===== config.mk =====
export PLATFORM = sky130hd
export DESIGN_NAME = minibyte_top
export DESIGN_NICKNAME = d
export VERILOG_FILES = /design/src/source/minibyte_ctrl_pkg.sv /design/src/source/minibyte_isa_pkg.sv /design/src/source/minibyte_ctrl_if.sv /design/src/source/minibyte_top.sv /design/src/source/minibyte_datapath.sv /design/src/source/minibyte_cu.sv
export VERILOG_INCLUDE_DIRS = /design/src /design/src/source
export SDC_FILE = /design/constraint.sdc
export NUM_CORES = 1
export LEC_CHECK = 0
export BUFFER_PORTS_ARGS = -buffer_cell sky130_fd_sc_hd__buf_2
export CAP_MARGIN = 20
export CORE_MARGIN = 8
export CORE_UTILIZATION = 48
export CTS_CLUSTER_DIAMETER = 80
export DETAILED_ROUTE_END_ITERATION = 10
export PLACE_DENSITY = 0.67
export SYNTH_ARGS = -nofsm -noshare
export SYNTH_HDL_FRONTEND = slang
export SYNTH_HIERARCHICAL = 1
export SYNTH_SLANG_ARGS = --single-unit

===== constraint.sdc =====
create_clock -name clk_in -period 10.6 [get_ports clk_in]
set_clock_uncertainty 0.05 [all_clocks]
set_input_delay 2.12 -clock clk_in [delete_from_list [all_inputs] [get_ports clk_in]]
set_output_delay 2.12 -clock clk_in [all_outputs]
set_load 0.1 [all_outputs]

===== src/source/minibyte_defines.svh =====
//--------------------------------------------------------------------------
// Widths and memory size shared by the accumulator processor and its
// testbench
//--------------------------------------------------------------------------
`default_nettype none
`ifndef MINIBYTE_DEFINES_SVH
`define MINIBYTE_DEFINES_SVH

// Data bus, A and IR
`define MB_DATA_W    8
// Memory addresses, PC and M
`define MB_ADDR_W    8
`define MB_MEM_DEPTH 256

`endif
`default_nettype wire

===== src/source/minibyte_ctrl_pkg.sv =====
//--------------------------------------------------------------------------
// Control unit types: phase sequence and address source select
//--------------------------------------------------------------------------
`default_nettype none

package minibyte_ctrl_pkg;

    // One phase per clock cycle
    //   fetch takes three cycles, decode one
    //   immediate ops use EXEC0..EXEC1, direct ops EXEC0..EXEC3
    typedef enum logic [3:0] {
        PH_RESET  = 4'd0,
        PH_FETCH0 = 4'd1,
        PH_FETCH1 = 4'd2,
        PH_FETCH2 = 4'd3,
        PH_DECODE = 4'd4,
        PH_EXEC0  = 4'd5,
        PH_EXEC1  = 4'd6,
        PH_EXEC2  = 4'd7,
        PH_EXEC3  = 4'd8
    } cu_phase_e;

    // Source of the memory address
    typedef enum logic {
        ADDR_PC = 1'b0,
        ADDR_M  = 1'b1
    } addr_sel_e;

endpackage

`default_nettype wire


===== src/source/minibyte_isa_pkg.sv =====
//--------------------------------------------------------------------------
// Instruction set: opcode and ALU operation types, plus the decode
// functions for ALU operation and addressing mode
//--------------------------------------------------------------------------
`include "minibyte_defines.svh"
`default_nettype none

package minibyte_isa_pkg;

    // Opcode values as stored in program memory
    typedef enum logic [`MB_DATA_W-1:0] {
        OP_NOP     = 0,
        OP_LDA_IMM = 1,
        OP_LDA_DIR = 2,
        OP_ADD_IMM = 3,
        OP_ADD_DIR = 4,
        OP_SUB_IMM = 5,
        OP_SUB_DIR = 6,
        OP_AND_IMM = 7,
        OP_AND_DIR = 8,
        OP_OR_IMM  = 9,
        OP_OR_DIR  = 10,
        OP_XOR_IMM = 11,
        OP_XOR_DIR = 12
    } opcode_e;

    // Second operand of every ALU operation is the memory data
    typedef enum logic [2:0] {
        ALU_ZERO = 3'd0,
        ALU_PASS = 3'd1,
        ALU_ADD  = 3'd2,
        ALU_SUB  = 3'd3,
        ALU_AND  = 3'd4,
        ALU_OR   = 3'd5,
        ALU_XOR  = 3'd6
    } alu_op_e;

    // NOP and undefined opcodes give ALU_ZERO
    function automatic alu_op_e op_alu(opcode_e op);
        case (op)
            OP_LDA_IMM, OP_LDA_DIR: return ALU_PASS;
            OP_ADD_IMM, OP_ADD_DIR: return ALU_ADD;
            OP_SUB_IMM, OP_SUB_DIR: return ALU_SUB;
            OP_AND_IMM, OP_AND_DIR: return ALU_AND;
            OP_OR_IMM,  OP_OR_DIR:  return ALU_OR;
            OP_XOR_IMM, OP_XOR_DIR: return ALU_XOR;
            default:                return ALU_ZERO;
        endcase
    endfunction

    // Direct mode opcodes are the even ones from 2 to 12
    function automatic logic op_is_direct(opcode_e op);
        case (op)
            OP_LDA_DIR, OP_ADD_DIR, OP_SUB_DIR,
            OP_AND_DIR, OP_OR_DIR, OP_XOR_DIR: return 1'b1;
            default:                           return 1'b0;
        endcase
    endfunction

endpackage

`default_nettype wire


===== src/source/minibyte_ctrl_if.sv =====
//--------------------------------------------------------------------------
// Control strobes from the control unit to the datapath, and the
// instruction register back
//--------------------------------------------------------------------------
`timescale 1ns/1ps
`default_nettype none

interface minibyte_ctrl_if;
    import minibyte_isa_pkg::*;
    import minibyte_ctrl_pkg::*;

    // Register load and PC increment strobes
    logic      set_a;
    logic      set_m;
    logic      set_ir;
    logic      inc_pc;

    addr_sel_e addr_sel;
    alu_op_e   alu_op;

    // Current instruction
    opcode_e   ir;

    modport cu_mp (
        output set_a, set_m, set_ir, inc_pc, addr_sel, alu_op,
        input  ir
    );

    modport dp_mp (
        input  set_a, set_m, set_ir, inc_pc, addr_sel, alu_op,
        output ir
    );

endinterface

`default_nettype wire


===== src/source/minibyte_top.sv =====
//--------------------------------------------------------------------------
// Processor top level: control unit and datapath joined by the control
// interface, memory bus and accumulator as plain ports
//--------------------------------------------------------------------------
`include "minibyte_defines.svh"
`timescale 1ns/1ps
`default_nettype none

module minibyte_top (
    input  wire                     clk_in,
    input  wire                     rst_in,
    output logic [`MB_ADDR_W-1:0]   mem_addr,
    input  wire  [`MB_DATA_W-1:0]   mem_rdata,
    output logic [`MB_DATA_W-1:0]   acc
);

    // Strobes and IR between control unit and datapath
    minibyte_ctrl_if ctrl0 ();

    minibyte_cu cu0 (
        .clk_in (clk_in),
        .rst_in (rst_in),
        .ctrl   (ctrl0.cu_mp)
    );

    minibyte_datapath dp0 (
        .clk_in    (clk_in),
        .rst_in    (rst_in),
        .ctrl      (ctrl0.dp_mp),
        .mem_addr  (mem_addr),
        .mem_rdata (mem_rdata),
        .acc       (acc)
    );

endmodule

`default_nettype wire


===== src/source/minibyte_datapath.sv =====
//--------------------------------------------------------------------------
// Datapath: registers A, M, PC and IR, the ALU and the memory address
// multiplexer
//--------------------------------------------------------------------------
`include "minibyte_defines.svh"
`timescale 1ns/1ps
`default_nettype none

module minibyte_datapath (
    input  wire                     clk_in,
    input  wire                     rst_in,
    minibyte_ctrl_if.dp_mp          ctrl,
    output logic [`MB_ADDR_W-1:0]   mem_addr,
    input  wire  [`MB_DATA_W-1:0]   mem_rdata,
    output logic [`MB_DATA_W-1:0]   acc
);
    import minibyte_isa_pkg::*;
    import minibyte_ctrl_pkg::*;

    logic [`MB_DATA_W-1:0] a_q;
    logic [`MB_ADDR_W-1:0] m_q;
    logic [`MB_ADDR_W-1:0] pc_q;
    logic [`MB_DATA_W-1:0] alu_res;

    //----------------------------------------------------------------------
    // ALU
    //----------------------------------------------------------------------
    // A is the first operand and memory data the second
    // Results wrap at the data width
    always_comb begin
        case (ctrl.alu_op)
            ALU_PASS: alu_res = mem_rdata;
            ALU_ADD:  alu_res = a_q + mem_rdata;
            ALU_SUB:  alu_res = a_q - mem_rdata;
            ALU_AND:  alu_res = a_q & mem_rdata;
            ALU_OR:   alu_res = a_q | mem_rdata;
            ALU_XOR:  alu_res = a_q ^ mem_rdata;
            default:  alu_res = '0;
        endcase
    end

    //----------------------------------------------------------------------
    // Registers
    //----------------------------------------------------------------------
    always_ff @(posedge clk_in or negedge rst_in) begin
        if (!rst_in) begin
            a_q     <= '0;
            m_q     <= '0;
            pc_q    <= '0;
            ctrl.ir <= OP_NOP;
        end else begin
            if (ctrl.set_a) begin
                a_q <= alu_res;
            end

            // Operand address straight from memory
            if (ctrl.set_m) begin
                m_q <= mem_rdata;
            end

            if (ctrl.set_ir) begin
                ctrl.ir <= opcode_e'(mem_rdata);
            end

            // Wraps at the top of memory
            if (ctrl.inc_pc) begin
                pc_q <= pc_q + 1'b1;
            end
        end
    end

    //----------------------------------------------------------------------
    // Address multiplexer and outputs
    //----------------------------------------------------------------------
    assign mem_addr = (ctrl.addr_sel == ADDR_M) ? m_q : pc_q;
    assign acc      = a_q;

endmodule

`default_nettype wire


===== src/source/minibyte_cu.sv =====
//--------------------------------------------------------------------------
// Control unit: phase sequencer and decode of the control strobes from
// the phase and the opcode in IR
//--------------------------------------------------------------------------
`timescale 1ns/1ps
`default_nettype none

module minibyte_cu (
    input  wire             clk_in,
    input  wire             rst_in,
    minibyte_ctrl_if.cu_mp  ctrl
);
    import minibyte_isa_pkg::*;
    import minibyte_ctrl_pkg::*;

    cu_phase_e phase_q;
    cu_phase_e phase_d;

    // Opcode decode
    alu_op_e   ir_alu;
    logic      ir_direct;
    logic      ir_exec;

    assign ir_alu    = op_alu(ctrl.ir);
    assign ir_direct = op_is_direct(ctrl.ir);
    // NOP and unknown opcodes have no ALU operation and skip execute
    assign ir_exec   = (ir_alu != ALU_ZERO);

    //----------------------------------------------------------------------
    // Phase register
    //----------------------------------------------------------------------
    always_ff @(posedge clk_in or negedge rst_in) begin
        if (!rst_in) begin
            phase_q <= PH_RESET;
        end else begin
            phase_q <= phase_d;
        end
    end

    //----------------------------------------------------------------------
    // Next phase
    //----------------------------------------------------------------------
    always_comb begin
        case (phase_q)
            PH_RESET:  phase_d = PH_FETCH0;
            PH_FETCH0: phase_d = PH_FETCH1;
            PH_FETCH1: phase_d = PH_FETCH2;
            PH_FETCH2: phase_d = PH_DECODE;
            PH_DECODE: phase_d = ir_exec ? PH_EXEC0 : PH_FETCH0;
            PH_EXEC0:  phase_d = PH_EXEC1;
            // Immediate ops finish here
            PH_EXEC1:  phase_d = ir_direct ? PH_EXEC2 : PH_FETCH0;
            PH_EXEC2:  phase_d = PH_EXEC3;
            PH_EXEC3:  phase_d = PH_FETCH0;
            default:   phase_d = PH_FETCH0;
        endcase
    end

    //----------------------------------------------------------------------
    // Strobe decode
    //----------------------------------------------------------------------
    always_comb begin
        ctrl.set_a    = 1'b0;
        ctrl.set_m    = 1'b0;
        ctrl.set_ir   = 1'b0;
        ctrl.inc_pc   = 1'b0;
        ctrl.addr_sel = ADDR_PC;
        ctrl.alu_op   = ALU_ZERO;

        case (phase_q)
            // Opcode at PC onto the bus
            PH_FETCH0: begin
                ctrl.alu_op = ALU_PASS;
            end

            PH_FETCH1: begin
                ctrl.alu_op = ALU_PASS;
                ctrl.set_ir = 1'b1;
            end

            // Step PC to the operand byte
            PH_FETCH2: begin
                ctrl.alu_op = ALU_PASS;
                ctrl.inc_pc = 1'b1;
            end

            // Operand byte at PC holds the value or its address
            PH_EXEC0: begin
                ctrl.alu_op = ir_direct ? ALU_PASS : ir_alu;
            end

            PH_EXEC1: begin
                ctrl.alu_op = ir_direct ? ALU_PASS : ir_alu;
                if (ir_direct) begin
                    ctrl.set_m = 1'b1;
                end else begin
                    ctrl.set_a  = 1'b1;
                    ctrl.inc_pc = 1'b1;
                end
            end

            // Direct ops read the data byte through M
            PH_EXEC2: begin
                ctrl.addr_sel = ADDR_M;
                ctrl.alu_op   = ir_alu;
            end

            PH_EXEC3: begin
                ctrl.addr_sel = ADDR_M;
                ctrl.alu_op   = ir_alu;
                ctrl.set_a    = 1'b1;
                ctrl.inc_pc   = 1'b1;
            end

            // Reset and decode leave everything idle
            default: begin
            end
        endcase
    end

endmodule

`default_nettype wire


== Word level (Yosys, flattened, before mapping) ==
Memories as Yosys holds them, arrays and structs flattened.
Cells that the tools add are included.

* Memory bits (read-only): 48
* Flip-flop bits (word level): 36
* Bits of input ports: 10
* Memories: 1
* Word-level logic and storage cells: 55
* Output and inout port bits: 16

* Muxes and demuxes: 16
* Equality and inequality tests: 20
* Add/sub/neg operators: 3
* Bitwise operators: 3
* Reductions and logical operators: 7

{| class="wikitable"
|+ Memory list
! name !! words !! width !! read ports !! clocked after Yosys merged registers in !! write ports !! RTL line !! source
|-
| (no name shown) || 16 || 3 || 1 || 0 || 0 || minibyte_isa_pkg.sv:40 || <nowiki>case (op)</nowiki>
|}

{| class="wikitable"
|+ Operator list
! operator !! count
|-
| $pmux W8 S6 || 1
|-
| $pmux W4 S7 || 1
|-
| $eq A8 B4 Y1 const B || 3
|-
| $eq A4 B3 Y1 const B || 4
|-
| $eq A8 B3 Y1 const B || 2
|-
| $mux W3 || 4
|-
| $eq A3 B3 Y1 const B || 3
|-
| $pmux W3 S3 || 1
|-
| $add A8 B1 Y8 const B || 1
|-
| $add A8 B8 Y8 || 1
|-
| $and A8 B8 Y8 || 1
|-
| $eq A4 B2 Y1 const B || 2
|-
| $eq A8 B2 Y1 const B || 1
|-
| $mux W8 || 1
|-
| $or A8 B8 Y8 || 1
|-
| $sub A8 B8 Y8 || 1
|-
| $xor A8 B8 Y8 || 1
|-
| $eq A3 B2 Y1 const B || 2
|-
| $mux W1 || 6
|-
| $reduce_or A2 Y1 || 3
|-
| $reduce_or A6 Y1 || 1
|-
| $eq A4 B1 Y1 const B || 1
|-
| $eq A4 B4 Y1 const B || 1
|-
| $logic_not A4 Y1 || 1
|-
| other kinds (4) || 5
|}

== Depth between registers and ports, before layout ==
* Depth in word-level cells: 7
* Depth in mapped cells: 18
* Depth with buffers taken out: 17

== By module ==
The synthesis kept the hierarchy.

{| class="wikitable"
|+ Modules (own cells, without submodules)
! module !! sequential area each (µm²) !! cells each !! area each (µm²) !! times used
|-
| minibyte_datapath || 800.8 || 229 || 2321.0 || 1
|-
| minibyte_cu || 100.1 || 60 || 509.2 || 1
|}

== Least setup slack after synthesis ==
OpenSTA, ideal clock, no wires.

* Path type: register -> output
* From: register cu0.phase_q[2]
* To: output port mem_addr[0]
* Slack: 6.501 ns
* Arrival time: 1.929 ns
* Buffers on the path: 2
* Stages on the path, launching flop included: 6
* Data required time: 8.430 ns
* Cells stage by stage: dfrtp_1 buf_2 or3b_1 o22ai_1 clkbuf_1 mux2_2

* Longest elaborated chain between the ends: 4
* Elaborated cells on any way between the ends: 5
* Those cells by class: eq/ne: 2; mux: 2; reduce/logical: 1

{| class="wikitable"
|+ RTL lines
! what !! RTL line !! source
|-
| from (decl) || minibyte_cu.sv:16 || <nowiki>cu_phase_e phase_q;</nowiki>
|-
| from (signal assigned) || minibyte_cu.sv:36 || <nowiki>phase_q <= phase_d;</nowiki>
|-
| $eq A4 B4 Y1 or $eq A4 B3 Y1 (tied branches) || minibyte_cu.sv:70 || <nowiki>case (phase_q)</nowiki>
|-
| $reduce_or A2 Y1 (no line) * || - ||
|-
| $mux W1 * || minibyte_cu.sv:70 ||
|-
| net ctrl0.addr_sel || minibyte_ctrl_if.sv:18 || <nowiki>addr_sel_e addr_sel;</nowiki>
|-
| $mux W8 * || minibyte_datapath.sv:75 || <nowiki>assign mem_addr = (ctrl.addr_sel == ADDR_M) ? m_q : pc_q;</nowiki>
|-
| to (decl) || minibyte_top.sv:12 || <nowiki>output logic [`MB_ADDR_W-1:0] mem_addr,</nowiki>
|}

Mark *: on every way through the listed nets, which the timed path passes. The rest lies on a longest branch.

== Worst setup path in the final report ==
* From: register cu0.phase_q[1]
* To: output port mem_addr[6]

The elaborated chain is that of the path after synthesis.

==> impl_metrics.yaml <==
outcome:
  status: "finished, final reports clean"
floorplanning:
  rows: 28
  core_sq_um: 5820
  start_util: 0.487
  io_pins: 26
  dieArea_sq_um: 8610
  die_h_um: 92.8
  die_w_um: 92.8
yosys:
  async_reset_ff_frac: 1.00
  synth.area.top_cells: "dfrtp_1 32%, ha_1 13%, mux2_2 11%"
  avgSynthCellArea_sq_um: 9.79
  yosysWarnings: 6
  synth_most_common_cell: "dfrtp_1"
  yosysTopAreaCell: "dfrtp_1"
  synthCells: 289
  synthFlopType: "dfrtp_1"
  synth_edf_count: 0
  netlist_area_sq_um: 2830
  ys_top_cells_by_count: "36 x dfrtp_1, 30 x ha_1, 27 x mux2_2, 22 x inv_1, 18 x nand2_1"
  yosysTopAreaCellShare: 0.318
  syn_nets: 330
  synth_cell_types: 56
  ys_ff_latch: 36
  ys_seq_area_frac: 0.318
worst_setup_path:
  critPathKind: "reg -> out"
  worstPathArrival_ns: 2.65
  cp_max_fo: 12
  rr_endpoint: "dp0/acc[7]"
  rr_startpoint: "cu0/phase_q[1]"
  end_kind: "output port"
  worstRegToRegCells: 16
  critPathLaunchType: "flop"
  cp.required_ns: 8.43
  r2r_slack_ns: 5.96
clock_tree:
  htree_num_levels: 2
  cts-root-buf: "clkbuf_8"
  post_cts_buffers: 0
  numCtsBuffers: 5
  ctsLongestPathBuffers: 2
  cts_tree: "built"
  clk_latency_ns: 0.28
  cts-hold-fix-buffers: 0
  cts.sinks: 36
  clk_pin_slew_ns: 0.07
  ctsResizeCount: 0
grt:
  grt_max_degree: 37
  grt_pass1_wl_um: 10400
  antenna_found_initial: 0
  overflow: 0
  grt_pass1_vias: 2135
  groute.usage.overall: 0.148
route:
  vias_per_cell: 5.66
  wire_per_inst_um: 16.0
  drtIter0Drc: 83
  antenna_left: 0
  totalWireLength_um: 6210
  first_pass_iters: 4
  route.detailed.drc: 0
  num_vias: 2201
worst_hold_path:
  holdPathEnd: "dp0/pc_q[7]"
  hold_path.class: "reg -> reg"
  min-delay-start: "dp0/pc_q[7]"
  hold_depth: 1
timing:
  hold_violations: 0
  fin_crit_ns: 4.82
  fin_crit_sh: 0.455
  setup-tns-final_ns: 0
  slew_viol_final: 0
  worst_pin_slew_ns: 0.819
  fmax_mhz: 208
  maxSlewHeadroom: 0.454
  rsz0062_at_grt: "no"
  setup-violations-final: 0
  holdWs_ns: 0.421
layout:
  ff_latch_area_sq_um: 901
  syn2layout_area_growth_pct: 10.9
  filler_cell_count: 554
  drive_gt1_frac: 0.242
  fin_area_sq_um: 3140
  nNetsFinal: 354
  final_cells: 389
  diodes: 0
  multi_input_area_sq_um: 1790
power_and_ir_drop:
  power_leakage_uw: 0.00144
  peakVddDrop_uv: 138
  p_per_area_nw_per_um2: 227
placement:
  postPlaceCellArea_sq_um: 3030
  portBuffers: 25
  numPlacedInstances: 380
  hpwlAfterDp_um: 4510
  place.gp.congestion: 0.857
job:
  maxCapViolCount: 0
## worst max path at each step
stage / startpoint / endpoint / slack [ns] / depth (start not counted)
6_report: cu0/phase_q[1] / mem_addr[6] / 5.78 / 4
5_1_grt: cu0/phase_q[1] / mem_addr[6] / 5.58 / 4
3_3_place_gp: cu0/phase_q[1] / dp0/acc[7] / 6.13 / 16
4_1_cts: cu0/phase_q[1] / mem_addr[6] / 5.77 / 4
3_5_place_dp: cu0/phase_q[1] / dp0/acc[7] / 6.02 / 16
2_1_floorplan: cu0/phase_q[2] / mem_addr[0] / 6.50 / 5
## report_power, final
group / leakage, uW / switching (uW) / internal [uW] / total, uW
registers: 0.000456 / 34.4 / 166 / 200
clock network: 0.0000552 / 49.2 / 69.8 / 119
logic: 0.000929 / 290 / 105 / 395
## metal layers
layer	up-vias	routed length [um]	GRT usage
li1	1087	-	-
met1	1065	3000	0.200
met2	47	2950	0.235
met3	2	229	0.0275
met4	0	40	0.0443
met5	-	0	0
## cells in the final DEF (no fill, tap or decap), types with 2 or more instances in the layout
master    instances
nor3_1            3
a21oi_1          12
o32a_1            2
nand2_1          18
nand3b_1          2
o22ai_1           8
a311oi_1          2
o31ai_1           2
inv_1            22
or3_1             3
nand3_1           6
mux2_2           27
o221a_2           2
ha_1             30
nand4_1           3
a31oi_1           2
a22oi_1           2
nor2_1           13
o32ai_1           2
clkbuf_8          5
buf_4             5
xor2_1            5
nor2b_1           4
buf_2            26
o211ai_1          4
a21o_1            2
o21a_1            3
mux2i_1           4
xnor2_1          14
nand2b_1          5
o21ai_0          13
dfrtp_1          36
## sequential cells by signal, indices dropped and copies added (netlist names)
register and flops:
cu0/phase_q 4, dp0/acc 8, dp0/m_q 8, dp0/pc_q 8, dp0/ctrl.ir 8
## logic make-up (layout without fill, tap and decap cells)
family / Yosys count / after routing / synth area share
compound gates: 69 / 69 / 0.178
buf+inv: 36 / 61 / 0.0504
mux: 31 / 31 / 0.122
flops: 36 / 36 / 0.318
fa+ha+maj: 31 / 31 / 0.140
simple gates: 66 / 66 / 0.128
xor+xnor: 20 / 20 / 0.0645
## worst max-delay path: stages, from the launching register on
cell	delay, ns
dfrtp_1	0.52
or3b_1	0.47
o22ai_1	0.66
mux2_2	0.30
buf_2	0.42
## metrics by stage
stage	total power [uW]	setup WS (ns)	utilization
finish	714	5.78	0.540
global route	760	5.58	0.540
CTS	719	5.77	0.539
detailed placement	597	6.02	0.520
global placement	595	6.13	0.519
floorplan	527	6.50	-
## final cells by class
cell class              count  area share
clock buffers               6      0.0231
inverters                  22      0.0263
flip-flops and latches     36       0.287
clock inverters             2      0.0112
repair buffers             31      0.0534
well taps                  75      0.0299
multi-input cells         217       0.569
(Power assumes the default switching activity.)
